**config.mk**
```make
export PLATFORM = sky130hd
export DESIGN_NAME = lifo_top
export DESIGN_NICKNAME = d
export VERILOG_FILES = /design/src/design/lifo_pkg.sv /design/src/design/lifo_ptr_ctl.sv /design/src/design/lifo_ram.sv /design/src/design/lifo_cmd_fsm.sv /design/src/design/lifo_top.sv
export SDC_FILE = /design/constraint.sdc
export NUM_CORES = 1
export LEC_CHECK = 0
export CAP_MARGIN = 15
export CORE_ASPECT_RATIO = 1.75
export CORE_MARGIN = 2
export CORE_UTILIZATION = 58
export CTS_BUF_LIST = sky130_fd_sc_hd__clkbuf_2
export CTS_CLUSTER_SIZE = 24
export DETAILED_ROUTE_END_ITERATION = 7
export DONT_BUFFER_PORTS = 1
export GPL_TIMING_DRIVEN = 0
export PLACE_DENSITY = 0.82
export SYNTH_ARGS = -nofsm -noshare
export SYNTH_HDL_FRONTEND = slang
export SYNTH_SLANG_ARGS = --single-unit
```
**constraint.sdc**
```tcl
create_clock -name clk -period 4.52 [get_ports clk]
set_input_delay 0.226 -clock clk [delete_from_list [all_inputs] [get_ports clk]]
set_output_delay 0.226 -clock clk [all_outputs]
set_load 0.05 [all_outputs]
```
**src/design/lifo_pkg.sv**
```systemverilog
//~~~~~~~~~~~~~~~~~~~~~~~~~~~~~~~~~~~~~~~~~~~~~~~~~~~~~~~~~~
// LIFO stack package
// Depth, widths, payload word and command encoding
//~~~~~~~~~~~~~~~~~~~~~~~~~~~~~~~~~~~~~~~~~~~~~~~~~~~~~~~~~~

package lifo_pkg;

  // Number of entries the stack can hold
  localparam int LIFO_DEPTH = 8;

  // Address of one entry in the storage array
  localparam int LIFO_ADDR_W = $clog2(LIFO_DEPTH);

  // The occupancy count must hold every value from 0 up to LIFO_DEPTH
  // inclusive, so it needs one more bit than the address
  localparam int LIFO_CNT_W = $clog2(LIFO_DEPTH + 1);

  // Width of one payload word
  localparam int LIFO_DATA_W = 16;

  // One payload word as carried on the host port and stored in the array
  typedef logic [LIFO_DATA_W-1:0] word_t;

  // Entry address driven by the pointer controller into the storage
  typedef logic [LIFO_ADDR_W-1:0] addr_t;

  // Host command encoding
  // Only one operation is carried per handshake
  typedef enum logic {
    OP_PUSH = 1'b0,
    OP_POP  = 1'b1
  } op_t;

endpackage : lifo_pkg

```
**src/design/lifo_ptr_ctl.sv**
```systemverilog
//~~~~~~~~~~~~~~~~~~~~~~~~~~~~~~~~~~~~~~~~~~~~~~~~~~~~~~~~~~
// LIFO stack pointer controller
// Occupancy count, full/empty flags and entry address
//~~~~~~~~~~~~~~~~~~~~~~~~~~~~~~~~~~~~~~~~~~~~~~~~~~~~~~~~~~

module lifo_ptr_ctl import lifo_pkg::*; (
  // Clock and reset
    input  logic  clk
  , input  logic  i_rst_n

  // Operation strobes, one cycle each and never both at once
  , input  logic  i_push
  , input  logic  i_pop

  // Storage control
  , output logic  o_mem_wen
  , output logic  o_mem_ren
  , output addr_t o_mem_addr

  // Registered status
  , output logic  o_full
  , output logic  o_empty
);

  // Registered controller state
  logic [LIFO_CNT_W-1:0] cnt_r;
  logic                  full_r;
  logic                  empty_r;

  // Next-state terms
  logic [LIFO_CNT_W-1:0] cnt_inc;
  logic [LIFO_CNT_W-1:0] cnt_dec;
  logic [LIFO_CNT_W-1:0] cnt_nxt;
  logic                  full_nxt;
  logic                  empty_nxt;
  logic                  state_upd;

  // The controller state only moves when an operation is strobed
  assign state_upd = i_push | i_pop;

  // The count is the index of the next free entry
  // The top of stack therefore sits one below it
  assign cnt_inc = cnt_r + LIFO_CNT_W'(1);
  assign cnt_dec = cnt_r - LIFO_CNT_W'(1);

  // A push grows the stack and a pop shrinks it
  assign cnt_nxt = i_push ? cnt_inc : cnt_dec;

  // Full is set by the push that fills the last entry
  // Any pop leaves room, so it clears the flag
  assign full_nxt = i_push & (cnt_nxt == LIFO_CNT_W'(LIFO_DEPTH));

  // Empty is set by the pop that removes the last entry
  // Any push clears it again
  assign empty_nxt = i_pop & (cnt_nxt == '0);

  // Count and flags settle on the edge that closes the strobe cycle
  always_ff @(posedge clk or negedge i_rst_n) begin
    if (!i_rst_n) begin
      cnt_r   <= '0;
      full_r  <= 1'b0;
      empty_r <= 1'b1;
    end else if (state_upd) begin
      cnt_r   <= cnt_nxt;
      full_r  <= full_nxt;
      empty_r <= empty_nxt;
    end
  end

  // The storage enables are the strobes themselves
  assign o_mem_wen = i_push;
  assign o_mem_ren = i_pop;

  // A push writes the free slot at the count
  // A pop reads the top entry just below it
  assign o_mem_addr = i_pop ? cnt_dec[LIFO_ADDR_W-1:0] : cnt_r[LIFO_ADDR_W-1:0];

  assign o_full  = full_r;
  assign o_empty = empty_r;

endmodule : lifo_ptr_ctl

```
**src/design/lifo_ram.sv**
```systemverilog
//~~~~~~~~~~~~~~~~~~~~~~~~~~~~~~~~~~~~~~~~~~~~~~~~~~~~~~~~~~
// LIFO entry storage
// Register file with synchronous write and registered read
//~~~~~~~~~~~~~~~~~~~~~~~~~~~~~~~~~~~~~~~~~~~~~~~~~~~~~~~~~~

module lifo_ram import lifo_pkg::*; (
  // Clock
    input  logic  clk

  // Access control from the pointer controller
  , input  logic  i_wen
  , input  logic  i_ren
  , input  addr_t i_addr

  // Payload
  , input  word_t i_wdata
  , output word_t o_rdata
);

  // One word per stack entry
  word_t mem [LIFO_DEPTH];

  // Read data register
  word_t rdata_q;

  // The write lands on the same edge that ends the push strobe
  always_ff @(posedge clk) begin
    if (i_wen) begin
      mem[i_addr] <= i_wdata;
    end
  end

  // The read is registered, so data appears the cycle after i_ren
  // Between reads the register keeps the last word returned
  always_ff @(posedge clk) begin
    if (i_ren) begin
      rdata_q <= mem[i_addr];
    end
  end

  assign o_rdata = rdata_q;

endmodule : lifo_ram

```
**src/design/lifo_cmd_fsm.sv**
```systemverilog
//~~~~~~~~~~~~~~~~~~~~~~~~~~~~~~~~~~~~~~~~~~~~~~~~~~~~~~~~~~
// LIFO command state machine
// Four-phase req/ack sequencing of one push or pop
//~~~~~~~~~~~~~~~~~~~~~~~~~~~~~~~~~~~~~~~~~~~~~~~~~~~~~~~~~~

module lifo_cmd_fsm import lifo_pkg::*; (
  // Clock and reset
    input  logic  clk
  , input  logic  i_rst_n

  // Host request side
  , input  logic  i_req
  , input  op_t   i_op

  // Registered status from the pointer controller
  , input  logic  i_full
  , input  logic  i_empty

  // Read data from the storage, valid the cycle after the pop strobe
  , input  word_t i_mem_rdata

  // Operation strobes to the pointer controller
  , output logic  o_push
  , output logic  o_pop

  // Host response side
  , output logic  o_ack
  , output logic  o_err
  , output word_t o_rdata
);

  // IDLE waits for a request, EXEC strobes, WAIT collects read data
  // and RESP holds the response until the host drops i_req
  typedef enum logic [1:0] {
    ST_IDLE = 2'd0,
    ST_EXEC = 2'd1,
    ST_WAIT = 2'd2,
    ST_RESP = 2'd3
  } state_t;

  state_t state_r;

  // Decode of the current operation in EXEC
  logic   in_exec;
  logic   legal_push;
  logic   legal_pop;

  // Results carried from EXEC to the response
  logic   err_pend;
  logic   rd_pend;

  // Registered host outputs
  logic   ack_r;
  logic   err_r;
  word_t  rdata_r;

  assign in_exec = (state_r == ST_EXEC);

  // The flags are checked here, so the pointer controller only ever
  // sees operations that fit in the stack
  assign legal_push = in_exec & (i_op == OP_PUSH) & ~i_full;
  assign legal_pop  = in_exec & (i_op == OP_POP)  & ~i_empty;

  // Each strobe lasts exactly the one EXEC cycle
  assign o_push = legal_push;
  assign o_pop  = legal_pop;

  // Sequence and handshake
  always_ff @(posedge clk or negedge i_rst_n) begin
    if (!i_rst_n) begin
      state_r  <= ST_IDLE;
      err_pend <= 1'b0;
      rd_pend  <= 1'b0;
      ack_r    <= 1'b0;
      err_r    <= 1'b0;
    end else begin
      case (state_r)
        ST_IDLE: begin
          // First IDLE cycle after a release drops ack
          // A new request is only taken once ack is low
          ack_r <= 1'b0;
          err_r <= 1'b0;
          if (i_req && !ack_r) begin
            state_r <= ST_EXEC;
          end
        end
        ST_EXEC: begin
          // Neither strobe firing means the flags refused the operation
          err_pend <= ~(legal_push | legal_pop);
          rd_pend  <= legal_pop;
          state_r  <= ST_WAIT;
        end
        ST_WAIT: begin
          // The storage read register is loaded by now and is taken into rdata_r below
          state_r <= ST_RESP;
        end
        ST_RESP: begin
          // Ack and error go out together and stay up under back-pressure
          ack_r <= 1'b1;
          err_r <= err_pend;
          if (ack_r && !i_req) begin
            state_r <= ST_IDLE;
          end
        end
        default: begin
          state_r <= ST_IDLE;
        end
      endcase
    end
  end

  // Read data is taken only on a pop that was carried out
  // Pushes and refused pops keep the previous word on o_rdata
  always_ff @(posedge clk or negedge i_rst_n) begin
    if (!i_rst_n) begin
      rdata_r <= '0;
    end else if ((state_r == ST_WAIT) && rd_pend) begin
      rdata_r <= i_mem_rdata;
    end
  end

  assign o_ack   = ack_r;
  assign o_err   = err_r;
  assign o_rdata = rdata_r;

endmodule : lifo_cmd_fsm

```
**src/design/lifo_top.sv**
```systemverilog
//~~~~~~~~~~~~~~~~~~~~~~~~~~~~~~~~~~~~~~~~~~~~~~~~~~~~~~~~~~
// LIFO stack top level
// Command FSM, pointer controller and entry storage
//~~~~~~~~~~~~~~~~~~~~~~~~~~~~~~~~~~~~~~~~~~~~~~~~~~~~~~~~~~

module lifo_top import lifo_pkg::*; (
  // Clock and reset
    input  logic  clk
  , input  logic  i_rst_n

  // Host request, held stable until o_ack rises
  , input  logic  i_req
  , input  op_t   i_op
  , input  word_t i_wdata

  // Host response, valid while o_ack is high
  , output logic  o_ack
  , output logic  o_err
  , output word_t o_rdata

  // Stack status levels
  , output logic  o_full
  , output logic  o_empty
);

  // Strobes from the FSM to the pointer controller
  logic  push;
  logic  pop;

  // Storage control and return data
  logic  mem_wen;
  logic  mem_ren;
  addr_t mem_addr;
  word_t mem_rdata;

  // Sequences the handshake and gates each operation with the flags
  lifo_cmd_fsm u_cmd_fsm (
      .clk         (clk)
    , .i_rst_n     (i_rst_n)
    , .i_req       (i_req)
    , .i_op        (i_op)
    , .i_full      (o_full)
    , .i_empty     (o_empty)
    , .i_mem_rdata (mem_rdata)
    , .o_push      (push)
    , .o_pop       (pop)
    , .o_ack       (o_ack)
    , .o_err       (o_err)
    , .o_rdata     (o_rdata)
  );

  // Keeps occupancy and turns strobes into storage accesses
  lifo_ptr_ctl u_ptr_ctl (
      .clk        (clk)
    , .i_rst_n    (i_rst_n)
    , .i_push     (push)
    , .i_pop      (pop)
    , .o_mem_wen  (mem_wen)
    , .o_mem_ren  (mem_ren)
    , .o_mem_addr (mem_addr)
    , .o_full     (o_full)
    , .o_empty    (o_empty)
  );

  // Write data is taken straight from the host port
  lifo_ram u_ram (
      .clk     (clk)
    , .i_wen   (mem_wen)
    , .i_ren   (mem_ren)
    , .i_addr  (mem_addr)
    , .i_wdata (i_wdata)
    , .o_rdata (mem_rdata)
  );

endmodule : lifo_top

```
== Yosys cells after proc, flatten, opt, wreduce, memory -nomap -nowiden ==
Memory sizes are Yosys's and may differ from the RTL's. A register that Yosys moved wholly into a read port is not among the register bits.
Cells that the tools add are included.
Storage, ports and cells
  flip-flop bits (word level): 28
  memory bits (writable): 128
  output and inout port bits: 20
  memories kept: 1
Memories
  u_ram.mem: words 8, width 16, read ports 1, clocked after Yosys merged registers in 1, write ports 1, line lifo_ram.sv:21  | word_t mem [LIFO_DEPTH];
Cells by class
  $add $sub $neg: 2
  equality and inequality tests: 6
  mux-type cells: 9
  bitwise operators: 11
  reduce and logical (&&, ||, !) cells: 9
Operators with widths (count)
  one-hot mux 2 bit (4 select lines): 1
  bitwise AND 1 bit: 6
  adder 4 x 1 -> 4 bit (second input constant): 1
  equality test 2 bit (second input constant): 2
  equality test 4 bit (second input constant): 1
  logical NOT 4 bit: 1
  2-to-1 mux 2 bit: 2
  2-to-1 mux 4 bit: 1
  != test 2 x 1 -> 1 bit (second input constant): 2
  inverter 1 bit: 4
  one-hot mux 1 bit (2 select lines): 2
  subtractor 4 x 1 -> 4 bit (second input constant): 1
  logical AND 1 bit: 3
  2-to-1 mux 3 bit: 1
  equality test 2 x 1 -> 1 bit (second input constant): 1
  logical NOT 1 bit: 2
  logical NOT 2 bit: 1
  2-to-1 mux 1 bit: 2
  AND reduction 2 bit: 1
  nonzero test 2 bit: 1
  bitwise OR 1 bit: 1

== Logic depth before layout (Yosys ltp) ==
Gate-level depths: netlist of run 1.
  depth in word-level cells: 6
  depth in mapped cells: 8
  gate-level depth less buffers: 8

== Cells and area by module ==
From an unflattened synthesis of run 1, not the netlist that was laid out.
Unflattened totals
  cell total of the unflattened synthesis: 348
  area, all modules: 6874.1 um2
Modules (own cells, without submodules)
  lifo_ram: times used 1, cells an instance 238, area each 5452.7 um2, seq. area each 4324.1 um2
  lifo_cmd_fsm: times used 1, cells an instance 66, area each 973.4 um2, seq. area each 550.5 um2
  lifo_ptr_ctl: times used 1, cells an instance 44, area each 447.9 um2, seq. area each 151.4 um2

== Worst setup path before layout of run 1 ==
No wires, ideal clock.
  kind: reg-to-reg
  start point: register u_ptr_ctl.empty_r (netlist: u_ptr_ctl.o_empty)
  end point: memory u_ram.mem[0][0] in the netlist's numbering, enable pin
  arrival time: 2959 ps
  data required time: 4111 ps
  path slack: 1152 ps
  stages on the path, launching flop included: 8
  period minus slack after synthesis: 3368 ps
  cell sequence: dfstp_2 inv_1 nand3_2 clkinv_2 xnor2_4 buf_6 nand2_1 nor3_1
Between the ends
  longest elaborated chain between the ends: 3
RTL lines
  from (decl): line lifo_ptr_ctl.sv:28  | logic empty_r;
  from (signal assigned): line lifo_ptr_ctl.sv:66  | empty_r <= empty_nxt;
  inverter 1 bit: line lifo_cmd_fsm.sv:62  | assign legal_pop = in_exec & (i_op == OP_POP) & ~i_empty;
  bitwise AND 1 bit: line lifo_cmd_fsm.sv:62
  net mem_ren: line lifo_top.sv:32  | logic mem_ren;
  2-to-1 mux 3 bit: line lifo_ptr_ctl.sv:76  | assign o_mem_addr = i_pop ? cnt_dec[LIFO_ADDR_W-1:0] : cnt_r[LIFO_ADDR_W-1:0];
  to (decl): line lifo_ram.sv:21
The timed path passes the listed nets, and every way through them passes these cells.

== Worst setup path in the final report of run 1 ==
  start point: register u_ptr_ctl.empty_r (netlist: u_ptr_ctl.o_empty)
  end point: memory u_ram.mem[0][3] in the netlist's numbering, enable pin
The elaborated chain is that of the path after synthesis.

==> results.json, run 1 <==
{
  "status": "finished clean",
  "areaGrowthSynthToFinish_pct": 11.32,
  "wirelength_um": 11040,
  "cts_htree_levels": 4,
  "seq_area_frac_synth_pct": 75.68,
  "cts_buffers": 17,
  "r2r_setup_slack_ns": 0.96,
  "dpl.hpwl_um": 7522,
  "ys_ff_latch": 172,
  "syn_area_um2": 6641,
  "top_usage_layer": "met2",
  "ys_warn_count": 0,
  "end_kind": "flop",
  "drt-wirelength-per-cell_um": 21.78,
  "whs_ns": 0.3354,
  "rows": 51,
  "fin_nets": 386,
  "critPathLaunchType": "flop",
  "cts_tree": "done",
  "vias_per_cell": 5.884,
  "antenna_left": 0,
  "postLayoutCoreUtil_pct": 66.21,
  "holdPathStages": 3,
  "timing.final.ws_setup_ns": 0.9640,
  "rr_startpoint": "u_ptr_ctl.o_empty",
  "dieWidth_um": 84.89,
  "reg2reg_depth": 8,
  "path_class": "flop to flop",
  "cts_setup_buffers": 0,
  "routabilityCongestion": 0.7441,
  "clock.fmax_mhz": 281.2,
  "postSynthCellCount": 311,
  "max_stage_delay_ns": 0.77,
  "die_h_um": 145.6,
  "drt_pass1_iterations": 5,
  "root_buffer": "clkbuf_2",
  "core_area_um2": 11170,
  "r2r_end": "u_ram.mem[0][3]",
  "initial_utilization_pct": 59.47,
  "maxSlewViolCount": 0,
  "ctsLongestPathBuffers": 2,
  "clock_latency_ns": 0.69,
  "slowest_stage": "nor3_2",
  "place_ws_ns": 0.9963,
  "power_density_nw_per_um2": 635.9,
  "setup.worst_path.end": "u_ram.mem[0][3]",
  "grt_max_degree": 28,
  "clk_pin_slew_ns": 0.23,
  "dieArea_um2": 12360,
  "drc": 0,
  "num-fill-cells": 694,
  "io_pins": 40,
  "rsz0062_at_grt": "no",
  "cp-startpoint": "u_ptr_ctl.o_empty",
  "fin_crit_ns": 3.556,
  "setup_viol": 0,
  "synth_top_cell_by_area": "edfxtp_1",
  "crit_cells": 8,
  "critical_path_buf_inv_count": 4,
  "vias": 2983,
  "grt_usage_pct": 19.44,
  "drt-initial-drc-count": 346,
  "min_path_type": "input port to flop",
  "slew_headroom_pct": 37.35,
  "port_buffers": 0,
  "hold_violations": 0,
  "cts_sinks": 172,
  "finalCritPeriodShare_pct": 78.67,
  "antenna_found_initial": 2,
  "path_cells": "inv_1 > nand3_2 > clkinv_2 > xnor2_4 > buf_6 > nand2_1 > nor3_2 > buf_6",
  "synth_top_cell_area_share_pct": 65.11,
  "syn_area_per_cell_um2": 21.35,
  "tns_ns": 0,
  "vdd_drop_max_v": 0.0003909,
  "worstPathArrival_ns": 3.96,
  "yosysUniqueCellTypes": 33,
  "leakage_nw": 2.517,
  "drive_gt1_share_pct": 35.12,
  "crit_top_cell": "buf_6",
  "first_global_vias": 3164,
  "synth_nets": 337,
  "cp_max_fo": 20,
  "met2_usage_pct": 34.61,
  "cts_resized": 0,
  "critPathTopFamily": "simple AND/OR/NAND/NOR gates",
  "met1_usage_pct": 22.80,
  "worst_pin_slew_ns": 0.9346,
  "grt_pass1_wl_um": 17550,
  "use_met3_pct": 4.991,
  "crit_required_ns": 4.92,
  "skew_ns": 0.03407,
  "cap_viol_max_count": 0,
  "grt-ovfl-total": 0,
  "synthTopCellsByArea": "edfxtp_1 (65%), mux4_2 (11%), dfrtp_1 (10%)"
}
[Yosys cell counts]
cell type / count
o32a_1: 1
ha_1: 6
dfstp_2: 1
and2_1: 1
buf_2: 6
dfrtp_1: 27
nand3_2: 1
nor4_1: 1
xnor2_1: 3
o21a_1: 1
clkinv_2: 1
xnor2_4: 1
mux4_2: 32
xor2_1: 5
nor2b_1: 1
nand4b_1: 1
o21ai_0: 3
nor3_1: 4
buf_6: 3
nand2_1: 10
a21boi_0: 1
a31oi_1: 1
xnor2_2: 1
o32ai_1: 1
edfxtp_1: 144
mux2_2: 35
mux2i_1: 1
nor2_1: 6
nand3_1: 1
inv_1: 7
nor3b_2: 1
o41ai_1: 1
clkbuf_1: 2
[per-layer routing]
| metal | up-vias | wire length (µm) |
|---|---|---|
| met3 | 12 | 601 |
| met2 | 92 | 6284 |
| met4 | 0 | 123 |
| met5 | - | 0 |
| met1 | 1525 | 4033 |
| li1 | 1354 | - |
[repair_timing]
item	in CTS	in global routing
hold buffers	22	0
hold endpoints to repair	166	0
endpoints found under the setup margin	0	0
[tightest hold or removal path, stage by stage]
cell and delay [ns]:
dlygate4sd3_1 0.59, nand3_2 0.12, o21ai_0 0.08
[through the flow]
| stage | total power (W) | cells | instance area (µm²) |
|---|---|---|---|
| detailed placement | 0.004015 | 451 | 6942 |
| global placement | 0.003925 | 443 | 6807 |
| floorplan | 0.003636 | 311 | 6641 |
| global route | 0.004942 | 507 | 7393 |
| finish | 0.004701 | 507 | 7393 |
| CTS | 0.004755 | 505 | 7388 |
[where the power goes]
group | internal, W | switching (W) | total [W]
Sequential | 0.00201 | 0.000407 | 0.00242
Clock | 0.000204 | 0.000502 | 0.000707
Combinational | 0.000817 | 0.000761 | 0.00158
Total | 0.00303 | 0.00167 | 0.00470
[flip-flops by register name, indices dropped and copies added (netlist names)]
| name | cells |
|---|---|
| u_cmd_fsm.o_rdata | 16 |
| u_cmd_fsm.o_err | 1 |
| u_cmd_fsm.o_ack | 1 |
| u_ptr_ctl.cnt_r | 4 |
| u_cmd_fsm.err_pend | 1 |
| u_ptr_ctl.o_full | 1 |
| u_ram.mem | 128 |
| u_cmd_fsm.state_r | 2 |
| u_ptr_ctl.o_empty | 1 |
| u_ram.o_rdata | 16 |
| u_cmd_fsm.rd_pend | 1 |
[logic make-up after synthesis]
family	Yosys count	synth area share, %
AOI/OAI and AO/OA	9	0.9609
and+or+nand+nor	27	2.035
DFF	172	75.68
adders and majority gates	6	1.130
buffers and inverters	19	1.545
xor gates and xnor gates	10	1.715
muxes	68	16.94
[worst min-delay path by stage]
stage                          start                     to  slack, ns
after floorplan              i_rst_n     u_cmd_fsm.err_pend      -0.07
after global placement       i_rst_n  u_cmd_fsm.o_rdata[14]      -0.07
after detailed placement     i_rst_n  u_cmd_fsm.o_rdata[14]      -0.07
after CTS                       i_op      u_cmd_fsm.rd_pend       0.25
after global routing      i_wdata[6]        u_ram.mem[0][6]       0.27
final                           i_op      u_cmd_fsm.rd_pend       0.34
[cells in the final DEF, fill, tap and decap left out, types with 2 or more instances in the layout]
master	instances
buf_12	2
buf_2	6
buf_6	7
buf_8	4
clkbuf_1	2
clkbuf_2	18
clkinv_2	2
dfrtp_1	27
diode_2	2
dlygate4sd3_1	20
edfxtp_1	144
ha_1	6
inv_1	7
inv_2	3
inv_4	2
inv_6	3
mux2_2	35
mux4_2	32
nand2_1	10
nor2_1	2
nor2_2	4
nor3_2	4
o21ai_0	3
xnor2_1	3
xor2_1	5
[area by class of cell]
cell class,instances,area [µm²],area share [%]
tap,132,165.2,2.234
timing repair buffer,30,345.3,4.671
sequential,172,5026,67.98
clock inverter,14,116.4,1.574
clock buffer,18,90.09,1.218
inverter,8,31.28,0.4231
multi-input combinational,120,1543,20.87
antenna,2,5.005,0.06769
buffer,11,71.32,0.9646
Power figures use the tool's default switching activity.
==> run 2, diff against run 1 <==
PLACE_DENSITY = 0.84   (was 0.82)
clock period = 2.95 ns   (was 4.52 ns; I/O delays follow)
==> run 2 against run 1 <==
Final cell count grew 2.6%. Final area increased by 3.7%. Clock skew increased by 0.015 ns. Fmax increased by 25%. Flip-flop and latch count is the same. Utilization rose by 2.5 points. Critical path depth did not move. Routed wire length up 13%. Hold slack got worse by 0.084 ns. Via count is 7.3% higher. Global-route usage grew 2.0 points. Worst setup slack worse by 0.86 ns. Critical endpoint is now u_ram.o_rdata[3]. Largest power group unchanged. Highest routed layer unchanged.
==> results.json, run 2 (synthesis results as in run 1) <==
{
  "status": "finished clean",
  "dieWidth_um": 84.89,
  "grt_max_degree": 28,
  "setup_viol": 0,
  "rsz0062_at_grt": "yes",
  "antenna_found_initial": 1,
  "place_ws_ns": -1.124,
  "cts_tree": "done",
  "power_density_nw_per_um2": 994.6,
  "worstPathArrival_ns": 3.31,
  "grt_usage_pct": 21.46,
  "ctsLongestPathBuffers": 2,
  "io_pins": 40,
  "finalCritPeriodShare_pct": 96.37,
  "end_kind": "flop",
  "cp_max_fo": 10,
  "cts_sinks": 172,
  "slew_headroom_pct": 60.51,
  "areaGrowthSynthToFinish_pct": 15.45,
  "min_path_type": "input port to flop",
  "dpl.hpwl_um": 7439,
  "cap_viol_max_count": 0,
  "num-fill-cells": 652,
  "clock.fmax_mhz": 351.7,
  "cts_htree_levels": 4,
  "finish.instance_area_um2": 7667,
  "hold_violations": 0,
  "largest_register_ffs": 128,
  "clk_pin_slew_ns": 0.26,
  "drt-wirelength-per-cell_um": 23.95,
  "initial_utilization_pct": 59.47,
  "top_register": "u_ram.mem",
  "leakage_nw": 2.634,
  "worst_pin_slew_ns": 0.5924,
  "maxSlewViolCount": 0,
  "fin_nets": 400,
  "crit_required_ns": 3.42,
  "max_stage_delay_ns": 0.45,
  "clock_latency_ns": 0.71,
  "final_common_cell": "edfxtp_1",
  "critical_path_buf_inv_count": 3,
  "path_cells": "buf_2 > inv_1 > ha_1 > nand4b_1 > xnor2_4 > buf_2 > mux4_2 > mux2_2",
  "core_area_um2": 11170,
  "timing.final.ws_setup_ns": 0.1069,
  "stdcell_count": 520,
  "vias": 3202,
  "port_buffers": 0,
  "critPathTopFamily": "multiplexers",
  "skew_ns": 0.04869,
  "drt_pass1_iterations": 5,
  "grt_pass1_wl_um": 19150,
  "seqCellArea_um2": 5026,
  "drive_gt1_share_pct": 37.98,
  "critPathLaunchType": "flop",
  "crit_top_cell": "buf_2",
  "drt-initial-drc-count": 255,
  "multiInputGateArea_um2": 1620,
  "path_class": "flop to flop",
  "vdd_drop_max_v": 0.0007651,
  "slowest_stage": "dfrtp_1",
  "routabilityCongestion": 0.7421,
  "die_h_um": 145.6,
  "drc": 0,
  "tns_ns": 0,
  "antenna_left": 0,
  "rows": 51,
  "layout_common_cells": "edfxtp_1 (144), mux2_2 (35), mux4_2 (32), dfrtp_1 (27)",
  "dp_cells": 447,
  "fin_crit_ns": 2.843,
  "first_global_vias": 3427,
  "root_buffer": "clkbuf_2",
  "wirelength_um": 12450,
  "cts_buffers": 17,
  "grt-ovfl-total": 0,
  "vias_per_cell": 6.158,
  "dieArea_um2": 12360,
  "placed_cell_area_um2": 6914
}
run 2: changes by cell type in the layout (fill, tap and decap cells not counted), sizes merged:
cell / before / now
inv: 16 / 7
clkbuf: 20 / 21
bufinv: 1 / 3
buf: 19 / 34
clkinv: 4 / 9
diode: 2 / 1
run 2: metal layers:
metal	global-route usage, %	up-vias	wire (µm)
met5	0	-	0
met4	10.40	0	428
met3	5.048	37	661
met2	37.64	128	6955
met1	24.36	1659	4408
li1	-	1378	-
run 2: stage by stage:
stage	power [W]	hold slack, ns	util (%)
floorplan	0.005582	-0.1481	-
global placement	0.006022	-0.1470	61.09
detailed placement	0.006155	-0.1475	61.92
CTS	0.007586	0.1882	68.18
global route	0.007990	0.1821	68.66
finish	0.007626	0.2510	68.66
run 2: area by class of cell:
class	count	area share, %
buffer	11	1.012
inverter	8	0.4569
antenna	1	0.03264
timing repair buffer	44	6.397
multi-input combinational	120	21.13
tap	132	2.154
clock inverter	12	1.958
sequential	172	65.55
clock buffer	20	1.305
run 2: repair_timing:
item / in CTS / in global routing
pin swaps: 7 / 4
hold endpoints to repair: 182 / 0
buffers inserted: 13 / 5
setup endpoints to repair: 144 / 54
gates resized for setup: 12 / 4
hold buffers: 22 / 0
run 2: power by group:
group	total (W)	switching (W)	leakage, nW	internal (W)
combinational	0.00270	0.00130	0.845	0.00140
sequential	0.00371	0.000629	1.64	0.00308
clock	0.00122	0.000741	0.153	0.000479
run 2: path summary, 6_finish.rpt:
| kind | cells after the start | end | start | slack (ns) |
|---|---|---|---|---|
| max | 8 | u_ram.o_rdata[3] | u_ptr_ctl.cnt_r[0] | 0.11 |
| min | 1 | u_ram.mem[6][4] | i_wdata[4] | 0.25 |
| max reg2reg | 8 | u_ram.o_rdata[3] | u_ptr_ctl.cnt_r[0] | 0.11 |
| min reg2reg | 1 | u_cmd_fsm.o_rdata[1] | u_ram.o_rdata[1] | 0.50 |
| max in group asynchronous | 4 | u_ptr_ctl.cnt_r[2] | i_rst_n | 2.23 |
| min in group asynchronous | 4 | u_cmd_fsm.o_rdata[5] | i_rst_n | 0.51 |
==> run 3, diff against run 2 <==
ABC_CLOCK_PERIOD_IN_PS = 2950   (was default)
BUFFER_PORTS_ARGS = -buffer_cell sky130_fd_sc_hd__buf_2   (was default)
CAP_MARGIN = default   (was 15)
CORE_UTILIZATION = 56   (was 58)
DONT_BUFFER_PORTS = default   (was 1)
PLACE_DENSITY = 0.85   (was 0.84)
==> run 3 against run 2 <==
Flip-flop and latch count did not move. Utilization is 1.4 points lower. Critical path depth grew 1. Largest power group is now combinational cells.
==> results.json, run 3 (synthesis results as in run 1) <==
{
  "top_layer_used": "met4",
  "rsz0062_at_grt": "yes",
  "routed-wl-met2_um": 6983,
  "dieWidth_um": 86.32,
  "drt-wirelength-per-cell_um": 22.12,
  "maxSlewViolCount": 0,
  "clock_latency_ns": 0.71,
  "setup_viol": 0,
  "min_from": "i_wdata[14]",
  "layout_common_cells": "edfxtp_1 (144), buf_2 (44), mux2_2 (35), mux4_2 (32), dfrtp_1 (27)",
  "wl_met3_um": 520,
  "vias": 3238,
  "areaGrowthSynthToFinish_pct": 17.37,
  "rows": 52,
  "finish.instance_area_um2": 7795,
  "rr_startpoint": "u_cmd_fsm.state_r[1]",
  "worstPathArrival_ns": 3.25,
  "largest_register_ffs": 128,
  "ctsLongestPathBuffers": 2,
  "drt-initial-drc-count": 272,
  "cp-startpoint": "u_cmd_fsm.state_r[1]",
  "final_common_cell": "edfxtp_1",
  "worst_pin_slew_ns": 0.6171,
  "cp_max_fo": 20,
  "cts_sinks": 172,
  "path_cells": "inv_1 > ha_1 > nand3_2 > clkinv_4 > mux2i_4 > buf_4 > nand2_1 > nor2_4 > buf_8",
  "vdd_drop_max_v": 0.0004074,
  "grt_pass1_wl_um": 19360,
  "wl_met1_um": 4589,
  "whs_ns": 0.2058,
  "first_global_vias": 3534,
  "fin_crit_ns": 2.831,
  "cts_buffers": 17,
  "critPathLaunchType": "flop",
  "port_buffers": 39,
  "status": "finished clean",
  "antenna_left": 0,
  "io_pins": 40,
  "grt-ovfl-total": 0,
  "clock.fmax_mhz": 353.2,
  "end_kind": "flop",
  "top_register": "u_ram.mem",
  "dieArea_um2": 12780,
  "path_class": "flop to flop",
  "antenna_found_initial": 1,
  "wirelength_um": 12410,
  "drc": 0,
  "root_buffer": "clkbuf_2",
  "max_stage_delay_ns": 0.46,
  "cts_tree": "done",
  "finalCritPeriodShare_pct": 95.97,
  "clk_pin_slew_ns": 0.23,
  "dpl.hpwl_um": 7969,
  "grt_max_degree": 28,
  "power_density_nw_per_um2": 980.7,
  "cap_viol_max_count": 0,
  "cts_htree_levels": 4,
  "fin_nets": 438,
  "min_path_type": "input port to flop",
  "skew_ns": 0.02975,
  "drt_pass1_iterations": 4,
  "grt_usage_pct": 21.34,
  "slowest_stage": "dfrtp_1",
  "drive_gt1_share_pct": 43.29,
  "slew_headroom_pct": 58.68,
  "crit_required_ns": 3.37,
  "die_h_um": 148.1,
  "routabilityCongestion": 0.7686,
  "initial_utilization_pct": 57.35,
  "placed_cell_area_um2": 7131,
  "core_area_um2": 11580,
  "tns_ns": 0,
  "hold_violations": 0,
  "vias_per_cell": 5.772,
  "leakage_nw": 2.750
}
run 3: changes by cell type in the layout (fill, tap and decap cells not counted), moves of 3 or more:
cell        previous run  this run
buf_2                  5        44
clkinvlp_4             1         5
buf_8                  1         4
clkinv_4               5         1
buf_12                 6         3
run 3: final timing paths:
check | slack, ns | cells past startpoint | endpoint
max | 0.12 | 9 | u_ram.mem[2][5]
min | 0.21 | 2 | u_ram.mem[1][14]
max reg2reg | 0.12 | 9 | u_ram.mem[2][5]
min reg2reg | 0.51 | 1 | u_cmd_fsm.o_rdata[5]
max in group asynchronous | 2.34 | 4 | u_ptr_ctl.cnt_r[1]
min in group asynchronous | 0.46 | 3 | u_ptr_ctl.o_empty
run 3: where the power goes:
| group | total [W] | leakage, nW | internal (W) | switching (W) |
|---|---|---|---|---|
| Clock | 0.00114 | 0.125 | 0.000389 | 0.000750 |
| Combinational | 0.00327 | 0.989 | 0.00145 | 0.00182 |
| Sequential | 0.00323 | 1.64 | 0.00308 | 0.000149 |
run 3: critical path: cells and delay by family, from the launching register on:
| kind | cells | cell delay (ns) |
|---|---|---|
| adder cells (fa/ha/maj) | 1 | 0.25 |
| buffers and inverters | 4 | 0.82 |
| flip-flops | 1 | 0.46 |
| multiplexers | 1 | 0.37 |
| AND/OR/NAND/NOR | 3 | 0.62 |
run 3: stage by stage:
| stage | total power (W) | util [%] | setup slack (ns) | std cells |
|---|---|---|---|---|
| 2_1_floorplan | 0.005582 | - | -0.4178 | 311 |
| 3_5_place_dp | 0.006347 | 61.57 | -0.9652 | 491 |
| 4_1_cts | 0.007637 | 66.94 | 0.0005371 | 557 |
| 3_3_place_gp | 0.006173 | 60.62 | -1.593 | 485 |
| 5_1_grt | 0.008007 | 67.31 | -0.04271 | 561 |
| 6_report | 0.007645 | 67.31 | 0.1190 | 561 |
run 3: what timing repair did:
| action | 4_1_cts | 5_1_grt |
|---|---|---|
| gates resized for setup | 11 | 4 |
| buffers inserted | 13 | 3 |
| hold buffers | 21 | 0 |
| endpoints found under the setup margin | 133 | 26 |
| pin swaps | 6 | 2 |
| endpoints found under the hold margin | 163 | 0 |
run 3: cell type report:
class,instances,area [µm²]
timing repair buffer,82,643.1
sequential,172,5026
clock inverter,12,122.6
multi-input combinational,120,1619
fill,749,3786
inverter,8,35.03
buffer,11,77.57
tap,135,168.9
antenna,1,2.502
clock buffer,20,100.1
run 3: routing by layer:
layer  GRT usage, %  vias up
li1               -     1452
met1          24.26     1663
met2          37.38      104
met3          4.218       19
met4          11.25        0
met5              0        -
